<file path="config.mk">
export PLATFORM = sky130hd
export DESIGN_NAME = dtfag_agu
export DESIGN_NICKNAME = d
export VERILOG_FILES = /design/src/rtl/dtfag_pkg.sv /design/src/rtl/dtfag_agu.sv
export SDC_FILE = /design/constraint.sdc
export NUM_CORES = 1
export LEC_CHECK = 0
export BUFFER_PORTS_ARGS = -buffer_cell sky130_fd_sc_hd__buf_4
export CAP_MARGIN = 20
export CORE_AREA = 2 2 261 263
export CTS_CLUSTER_SIZE = 20
export DETAILED_ROUTE_END_ITERATION = 8
export DIE_AREA = 0 0 263 265
export PLACE_DENSITY = 0.41
export SLEW_MARGIN = 20
export SYNTH_ARGS = -nofsm -noshare
export SYNTH_HDL_FRONTEND = slang
export SYNTH_SLANG_ARGS = --single-unit
</file>
<file path="constraint.sdc">
create_clock -name clk -period 1.2 [get_ports clk]
set_input_delay 0.06 -clock clk [delete_from_list [all_inputs] [get_ports clk]]
set_output_delay 0.06 -clock clk [all_outputs]
set_load 0.1 [all_outputs]
</file>
<file path="src/rtl/dtfag_pkg.sv">
`default_nettype none

package dtfag_pkg;

    localparam int LANES = 16;
    localparam int RADIX_WIDTH = 4;
    localparam int D_WIDTH = 16;
    localparam int EXP_WIDTH = 9;
    localparam int TF_ORDER = 512;

    // prime modulus, 3 * 2^12 + 1
    localparam int unsigned Q = 12289;

    // products stay below Q*Q < 2^28
    localparam int unsigned BARRETT_K = 28;
    localparam int unsigned BARRETT_M = (32'd1 << BARRETT_K) / Q;

    typedef logic [D_WIDTH-1:0] data_t;
    typedef logic [EXP_WIDTH-1:0] exp_t;

    // code 3 is reserved and gives zero
    typedef enum logic [1:0] {
        MUL_TWIDDLE = 2'd0,
        MUL_BYPASS  = 2'd1,
        MUL_TF_ONLY = 2'd2
    } mul_sel_e;

    function automatic int unsigned pow_mod(int unsigned base, int unsigned e);
        int unsigned acc;
        int unsigned b;
        acc = 1;
        b = base % Q;
        for (int unsigned n = 0; n < e; n++) begin
            acc = (acc * b) % Q;
        end
        return acc;
    endfunction

    // table root, 3^24 mod Q
    localparam int unsigned OMEGA = pow_mod(3, 24);

endpackage

`default_nettype wire

</file>
<file path="src/rtl/dtfag_agu.sv">
`timescale 1ns/100ps
`default_nettype none

module dtfag_agu #(
    parameter int LANES = dtfag_pkg::LANES,
    parameter int TF_ORDER = dtfag_pkg::TF_ORDER
) (
    input  logic                             clk,
    input  logic                             rst_n,
    input  logic                             rom_cen,
    input  logic [dtfag_pkg::RADIX_WIDTH-1:0] tf_i,
    input  logic [dtfag_pkg::RADIX_WIDTH-1:0] tf_t,
    input  logic [dtfag_pkg::RADIX_WIDTH-1:0] tf_j,
    input  dtfag_pkg::mul_sel_e              mul_sel,
    input  dtfag_pkg::data_t                 data_in [LANES],
    output logic                             stage_valid,
    output dtfag_pkg::exp_t                  lane_exp [LANES],
    output dtfag_pkg::data_t                 lane_data [LANES],
    output dtfag_pkg::mul_sel_e              lane_sel
);

    // j * (16t + i) never exceeds three index widths
    localparam int IW = 3 * dtfag_pkg::RADIX_WIDTH;

    logic [IW-1:0] prod_ji;
    int unsigned base_exp;
    dtfag_pkg::exp_t lane_exp_d [LANES];

    always_comb begin
        prod_ji = IW'(tf_j) * IW'({tf_t, tf_i});
        base_exp = 32'(prod_ji) % TF_ORDER;
        // lane k uses the k-th power of the base twiddle
        for (int k = 0; k < LANES; k++) begin
            lane_exp_d[k] = dtfag_pkg::exp_t'((k * base_exp) % TF_ORDER);
        end
    end

    always_ff @(posedge clk or negedge rst_n) begin
        if (!rst_n) begin
            stage_valid <= 1'b0;
            lane_sel <= dtfag_pkg::MUL_TWIDDLE;
            for (int k = 0; k < LANES; k++) begin
                lane_exp[k] <= '0;
                lane_data[k] <= '0;
            end
        end else begin
            // active-low enable becomes the valid flag
            stage_valid <= ~rom_cen;
            lane_sel <= mul_sel;
            for (int k = 0; k < LANES; k++) begin
                lane_exp[k] <= lane_exp_d[k];
                lane_data[k] <= data_in[k];
            end
        end
    end

endmodule

`default_nettype wire

</file>
==> results of run 1 <==
per-layer routing:
metal / routed length [microns] / part of all wire (%) / vias to the layer above / GRT usage [%]
met5: 94 / 0.17 / - / 0
li1: - / - / 4306 / -
met2: 30860 / 55 / 379 / 29.74
met4: 3235 / 5.8 / 14 / 8.263
met1: 18210 / 33 / 4740 / 15.78
met3: 3427 / 6.1 / 112 / 4.097
per-stage QoR:
stage | total power [mW] | utilization (%) | hold slack [ns] | TNS, ns | instance area, sq um
final | 75.89 | 41.94 | 0.1616 | -95.93 | 28020
after global routing | 79.84 | 41.93 | 0.1198 | -113.13 | 28010
after CTS | 74.04 | 40.70 | 0.1082 | -105.40 | 27190
after detailed placement | 50.16 | 27.31 | -0.05926 | -116.02 | 18250
after global placement | 50.26 | 27.31 | -0.05780 | -115.34 | 18250
after floorplan | 39.46 | - | -0.2356 | -102.65 | 11750
synth_stat cells, types with 2 or more instances:
cell / instances
sky130_fd_sc_hd__a21oi_2: 2
sky130_fd_sc_hd__xnor2_1: 42
sky130_fd_sc_hd__xnor2_2: 4
sky130_fd_sc_hd__a21o_1: 14
sky130_fd_sc_hd__inv_1: 45
sky130_fd_sc_hd__and2_1: 18
sky130_fd_sc_hd__xor2_1: 10
sky130_fd_sc_hd__fa_1: 37
sky130_fd_sc_hd__o21bai_1: 9
sky130_fd_sc_hd__ha_1: 61
sky130_fd_sc_hd__buf_4: 89
sky130_fd_sc_hd__dfrtp_1: 314
sky130_fd_sc_hd__mux2i_1: 2
sky130_fd_sc_hd__a31oi_1: 3
sky130_fd_sc_hd__a21oi_1: 25
sky130_fd_sc_hd__nand2_1: 12
sky130_fd_sc_hd__nor2_1: 6
sky130_fd_sc_hd__inv_2: 3
cell families (layout without fill, tap and decap cells):
| group | count (synthesis) | after routing | share of synthesized area [%] |
|---|---|---|---|
| muxes | 2 | 2 | 0.1761 |
| xor gates and xnor gates | 58 | 58 | 4.919 |
| adders and majority gates | 98 | 98 | 13.23 |
| and+or+nand+nor | 40 | 40 | 1.805 |
| other | 1 | 24 | 0.03298 |
| DFF | 314 | 314 | 69.10 |
| buffers and inverters | 137 | 1224 | 7.460 |
| AOI/OAI and AO/OA | 58 | 58 | 3.279 |
power by group through the flow:
stage | sequential [mW] | combinational [mW] | clock (mW)
after floorplan | 22.6 | 16.8 | 0
after global placement | 13.3 | 37.0 | 0
after detailed placement | 13.2 | 36.9 | 0
after CTS | 14.0 | 47.7 | 12.3
after global routing | 14.2 | 52.9 | 12.8
final | 14.0 | 50.1 | 11.8
repair_timing:
item	4_1_cts	5_1_grt
buffers inserted	45	29
resized for setup	1102	160
endpoints found under the setup margin	434	434
pin swaps	65	81
hold endpoints to repair	573	0
hold buffers	261	0
worst paths after layout:
| check | from | to | slack, ns |
|---|---|---|---|
| max | tf_j[1] | lane_exp[8]$_DFF_PN0_ | -2.42 |
| min in group asynchronous | rst_n | lane_data[20]$_DFF_PN0_ | 0.21 |
| max in group asynchronous | rst_n | lane_exp[132]$_DFF_PN0_ | 0.16 |
| min | data_in[149] | lane_data[149]$_DFF_PN0_ | 0.16 |
flip-flops by register name (all words and copies together) (netlist names):
name and flops:
lane_data 256, lane_exp 55, lane_sel 2, stage_valid 1
final cells by class:
cell class | count | area (sq um)
Inverter | 48 | 198.9
Timing Repair Buffer | 1107 | 13580
Tap cell | 873 | 1092
Sequential cell | 314 | 7894
Clock inverter | 17 | 181.4
Clock buffer | 52 | 1125
Multi-Input combinational cell | 276 | 3939
Fill cell | 5989 | 38780
Antenna cell | 4 | 10.01
==> impl_summary.md, run 1 <==
Logic synthesis
The sequential area share after synthesis is 69.10%. Of all flip-flops after synthesis, the portion carrying an async set or reset was 100.0%. Synthesis produced 708 cells.

Sorting the synthesized cells by area gives the leading types as sky130_fd_sc_hd__dfrtp_1 (69%), sky130_fd_sc_hd__ha_1 (6.7%), sky130_fd_sc_hd__fa_1 (6.5%), sky130_fd_sc_hd__buf_4 (5.9%), sky130_fd_sc_hd__xnor2_1 (3.2%). The portion of synthesized cell area occupied by the leading cell type is 69.10%. The post-synthesis instance area is 0.01137 sq mm. For this run, the leading register cell type out of synthesis is sky130_fd_sc_hd__dfrtp_1. Summed over all instances, the cell type with the most area after synthesis is sky130_fd_sc_hd__dfrtp_1. The count of flip-flops with a built-in enable after synthesis is 0.

The average footprint of a synthesized cell is 16.06 sq um. For this run, the number of Yosys warnings is 0. The synthesized netlist contains 30 unique library cells. The count of state elements after synthesis is 314.

Setup path
The maximum fanout along the worst path is 4. On the critical path the largest part of the delay comes from adder cells. STA classifies the critical path endpoint as a flop. Traced cell by cell, the critical path runs through buf_12 -> nand2_8 -> fa_1 -> inv_2 -> fa_2 -> fa_2 -> xnor2_4 -> clkinvlp_4 -> fa_2 -> fa_1 -> ha_4 -> a21oi_4 -> o21bai_1 -> a21oi_2 -> xnor2_1 -> xnor2_1. Data on the critical path is required at its endpoint by 1.61 ns. The total stage count of the critical path is 16. Together, buffers and inverters on the worst path number 3.

The most numerous cell type found on the critical path is sky130_fd_sc_hd__fa_2. On the worst path, the slowest cell contributes a delay of 0.61 ns. The highest-delay cell along the critical path is sky130_fd_sc_hd__fa_2. At the worst endpoint, the arrival time is 4.03 ns. The element type at the critical path start is an input port. The critical path is of the input port to flop type.

CTS
CTS saw 314 sinks. The root buffer cell chosen for the clock tree is sky130_fd_sc_hd__clkbuf_16. The TritonCTS clock tree is yes. The number of clock buffers inserted by TritonCTS is 38. The maximum level of the CTS H-tree is 2. After clock tree synthesis, the clock-pin slew on the worst setup and hold paths is 0.06 ns. The maximum buffer depth of the clock tree is 3.

Pwr
The share of total power dissipated in the clock network is 15.5%. Net switching is 44.79% of the power. The leakage power is 12.86 nW. The net load switching power is 33.99 mW. Internal power comes to 41.90 mW. In this run, flip-flops and latches consume 18.5% of the power. For this design the ratio of total power to cell area is 2709 mW/mm^2.

In this run, the combinational gates consume 66.0% of the power. The worst-case IR drop observed on VDD is 0.003631 V.

Floorplan
The die is 265 microns tall. The horizontal die dimension is 263 microns. Row generation in the floorplan step produced 95 rows. The total area inside the core boundary comes to 0.06680 sq mm.

The area of the die is 0.06970 sq mm. The initial cell density of the core is 17.02%. The I/O pin count is 676.

Route
The final layout contains routed wiring with a total length of 55830 microns. The number of routed nets with antenna violations is 0. The first-pass iteration count of the detailed router is 4. For this block, the initial DRC count from the detailed router was 309.

The count of vias placed by the detailed router is 9551. In the final routed layout, each cell accounts on average for 20.75 microns. The number of design rule violations left after detail routing is 0. The via density per instance is 3.549.

GRT
The global-route wire length before repair is 79650 microns. The total routing usage reported by global routing is 15.74%. The via count of the first global-routing pass was 11240. The initial antenna violation count is 12. The final global-route overflow total is 0.

Entering global routing, the biggest net connects 64 pins.

Place
Routability-driven placement finished with a final weighted congestion of 0.8424. Buffers placed on the I/O ports in this run total 655. Once detailed placement completed, the half-perimeter wirelength came to 41310 microns. The number of cells in the design after placement is 2304. Before CTS, the worst setup slack after placement is -2.994 ns.

Final layout
The net count reported at finish is 2156. Of the cells placed in the final design, the portion with a size suffix greater than 1 is 60.20%. Once layout is complete, the cells apart from fillers number 2691. The area growth from synthesis to final layout is 146.4%. The library cell used most frequently in the layout, excluding fill and tap cells, is sky130_fd_sc_hd__buf_4. The top cell types in the final layout, fill and taps aside, are sky130_fd_sc_hd__buf_4 (368), sky130_fd_sc_hd__dfrtp_1 (287), sky130_fd_sc_hd__dlygate4sd3_1 (261), sky130_fd_sc_hd__buf_12 (256), sky130_fd_sc_hd__buf_8 (154).

Min path
The worst min-delay path category is input port to flop. Counting instances, the worst hold path has a depth of 2.

Timing
The share of the cycle needed by the critical path after routing is 301.9%. The count of final setup violators is 162. After layout, the minimum clock period comes to 3.622 ns. The number of slew-limit violations in the final report came to 0. Setup repair after global routing could not meet its margin everywhere. Timing would allow up to 276.1 MHz. The final-report hold violation count is 0.

The setup slack after layout is -2.422 ns.

Flow run
The tool flagged a number of max-cap violations equal to 0.

Status
The run finished, with violations left. The final reports fail on negative setup slack.
Note: power is estimated with default switching activity, not from simulation.
==> run 2: changes to the inputs <==
Settings changed: CORE_AREA 2 2 261 263 to 2 2 266 268, CTS_BUF_LIST set to sky130_fd_sc_hd__clkbuf_2 sky130_fd_sc_hd__clkbuf_4 sky130_fd_sc_hd__clkbuf_8, DIE_AREA 0 0 263 265 to 0 0 268 270, PLACE_DENSITY 0.41 to 0.4, SKIP_LAST_GASP set to 1.
==> run 2 against run 1 <==
  * The run still ends with negative setup slack left
  * Highest routed layer unchanged
  * Non-clock buffer count increased by 28
  * Via count rose by 3.2%
  * Utilization down 1.2 points
  * Flip-flop and latch count unchanged
  * Die area up 3.8%
  * Critical path type unchanged
==> impl_summary.md, run 2 (synthesis gave the netlist of run 1 again) <==
Status
The flow ran to the end, but the final reports show violations. The final reports fail on negative setup slack.

Final layout
The final design instance area without fill is 0.02836 sq mm (+1.2%). The final core utilization is 40.78% (-1.2 points). In the layout the commonest cells are sky130_fd_sc_hd__buf_4 (375), sky130_fd_sc_hd__dlygate4sd3_1 (286), sky130_fd_sc_hd__dfrtp_1 (286), sky130_fd_sc_hd__buf_12 (254), sky130_fd_sc_hd__buf_8 (151). The largest registers in the layout are lane_data (256), lane_exp (55), lane_sel (2). Leaving out fill and tap cells, the most frequent cell in the layout is sky130_fd_sc_hd__buf_4. The area growth from synthesis to layout is 149.4%. The flip-flop count of the largest register after layout is 256 (unchanged).

The fraction of final layout cells with drive strength greater than 1 is 60.28% (+0.078 points). The register with the most flip-flops is lane_data. The net count reported at finish came to 2206 (+2.3%).

The number of fillers in the final layout is 6328 (+5.7%).

Setup path
The maximum fanout along the worst path was 4 (unchanged). The element type at the critical path start is an input port. The beginning of the critical path is tf_i[2]. The worst endpoint required time is 1.70 ns (+0.09 ns).

The worst setup path is of the input port to flop kind. The data arrival time at the worst-slack endpoint is 4.04 ns (about the same). STA classifies the critical path endpoint as a flop.

GRT
The initial antenna violation count is 11 (-1). The most crowded layer after global routing is met2. The total routing usage reported by global routing is 15.52% (-0.22 points).

The global-route wire length before repair is 81410 microns (+2.2%). The via count of the first global-routing pass is 11750 (+4.5%). The met3 capacity usage during global routing came to 4.249% (+0.15 points).

The final global-route overflow total is 0 (unchanged). The pin count of the biggest net entering global routing is 73 (+14%). The met2 usage in global routing is 27.91% (-1.8 points). The met1 usage is 15.62% (-0.17 points).

Timing
For the pin with the worst max-slew slack, the measured transition is 0.7729 ns. The count of final setup violators is 433 (+170%). The share of the cycle needed by the critical path after routing came to 295.2% (-6.7 points). The final-report hold violation count was 0 (unchanged).

The worst pin sits at a relative slew slack of 48.47%. Setup repair after global routing could not meet its margin everywhere. The number of slew-limit violations in the final report was 0 (unchanged). The minimum clock period came to 3.542 ns (-0.08002 ns). The achievable clock frequency came to 282.3 MHz (+2.3%). The setup slack after layout is -2.342 ns (+0.08002 ns).

Place
The post-detailed-placement half-perimeter wirelength is 40970 microns (-0.83%). The cell area after placement is 0.01833 sq mm (+0.45%). The total of buffers placed on input and output ports came to 655 (unchanged). The routability congestion estimate from global placement was 0.8150 (-3.3%).

Route
The count of vias placed by the detailed router is 9858 (+3.2%). The first-pass iteration count of the detailed router came to 4 (unchanged). The wire length per cell is 20.41 microns (-1.6%). The number of design rule violations left after detail routing is 0 (unchanged). The wire length reported by the detailed router is 57780 microns (+3.5%).

The number of routed nets with antenna violations is 0 (unchanged). The via density per instance is 3.482 (-1.9%). The number of DRC markers in iteration 0 is 331 (+7.1%).

Pwr
The leakage power is 13.05 nW (+1.5%). The power density normalized to cell area was 2683 mW/mm^2 (-0.94%). The maximum VDD drop is 0.003197 V (-12%).

CTS
The maximum buffer depth of the clock tree is 3 (unchanged). The sink count of the clock tree is 314 (unchanged). The number of clock buffers inserted by TritonCTS came to 60 (+58%). The maximum level of the CTS H-tree is 2 (unchanged). The clock root buffer is sky130_fd_sc_hd__clkbuf_8. The clock edge transition at the registers on the reported setup and hold paths is 0.06 ns (about the same). The TritonCTS clock tree is yes.

Floorplan
The initial cell density of the core was 16.35% (-0.67 points). The horizontal die dimension is 268 microns (+1.9%). The I/O pin count is 676 (unchanged). The area of the die came to 0.07236 sq mm (+3.8%). The y dimension of the die is 270 microns (+1.9%). The area of the core is 0.06954 sq mm (+4.1%). The row count is 97 (+2.1%).

Min path
The worst min-delay path startpoint is data_in[176]. The worst min-delay path category is input port to flop.

Flow run
The max-capacitance violation count came to 0 (unchanged).
## run 2: power by group
group          switching, mW  internal [mW]
logic                   27.4           22.7
clock network           4.87           7.08
registers               1.73           12.3
total                   34.0           42.1
## run 2: timing repair
item	in CTS	in global routing
setup buffers	43	22
pin swaps	57	59
setup endpoints to repair	434	591
hold endpoints to repair	573	0
resized for setup	1083	153
hold buffers	288	0
gates cloned	0	0
## run 2: layout make-up
type | instances | area [sq um] | share of cell area [%]
diodes | 8 | 20.02 | 0.07058
well taps | 940 | 1176 | 4.147
repair buffers | 1135 | 13810 | 48.69
flip-flops and latches | 314 | 7895 | 27.84
clock inverters | 11 | 150.1 | 0.5294
multi-input cells | 276 | 3892 | 13.72
clock buffers | 99 | 1225 | 4.319
inverters | 48 | 193.9 | 0.6838
## run 2: layer usage
metal / up-vias / routed length (microns)
met3: 106 / 3814
li1: 4415 / -
met5: - / 44
met4: 6 / 3992
met2: 409 / 30550
met1: 4922 / 19380
## run 2: final timing paths
path                                             to  slack [ns]  cells past startpoint
worst min-delay path       lane_data[176]$_DFF_PN0_        0.07                      2
min in group asynchronous    lane_exp[43]$_DFF_PN0_        0.09                      3
worst max-delay path          lane_exp[8]$_DFF_PN0_       -2.34                     18
max in group asynchronous  lane_data[182]$_DFF_PN0_        0.06                      5
## run 2: per-stage QoR
stage	hold WS (ns)	setup WS [ns]	power (mW)	cells	setup TNS [ns]
floorplan	-0.2356	-3.113	39.46	727	-102.65
global placement	-0.07774	-2.980	50.25	2374	-116.92
detailed placement	-0.07791	-3.010	50.15	2374	-117.45
CTS	0.0001583	-2.259	72.79	2812	-176.01
global route	0.01165	-2.402	79.69	2830	-151.73
finish	0.06831	-2.342	76.10	2831	-119.32
## run 2: critical path, cell delays in order
cell and delay, ns:
sky130_fd_sc_hd__buf_12 0.09, sky130_fd_sc_hd__nand2_8 0.04, sky130_fd_sc_hd__fa_1 0.54, sky130_fd_sc_hd__inv_2 0.04
sky130_fd_sc_hd__fa_1 0.49, sky130_fd_sc_hd__ha_1 0.30, sky130_fd_sc_hd__a21o_1 0.19, sky130_fd_sc_hd__a21oi_4 0.19
sky130_fd_sc_hd__xor2_4 0.12, sky130_fd_sc_hd__fa_1 0.56, sky130_fd_sc_hd__inv_2 0.05, sky130_fd_sc_hd__fa_1 0.52
sky130_fd_sc_hd__ha_4 0.30, sky130_fd_sc_hd__inv_1 0.03, sky130_fd_sc_hd__o21bai_1 0.12, sky130_fd_sc_hd__a21oi_1 0.09
sky130_fd_sc_hd__xnor2_1 0.19, sky130_fd_sc_hd__xnor2_1 0.09
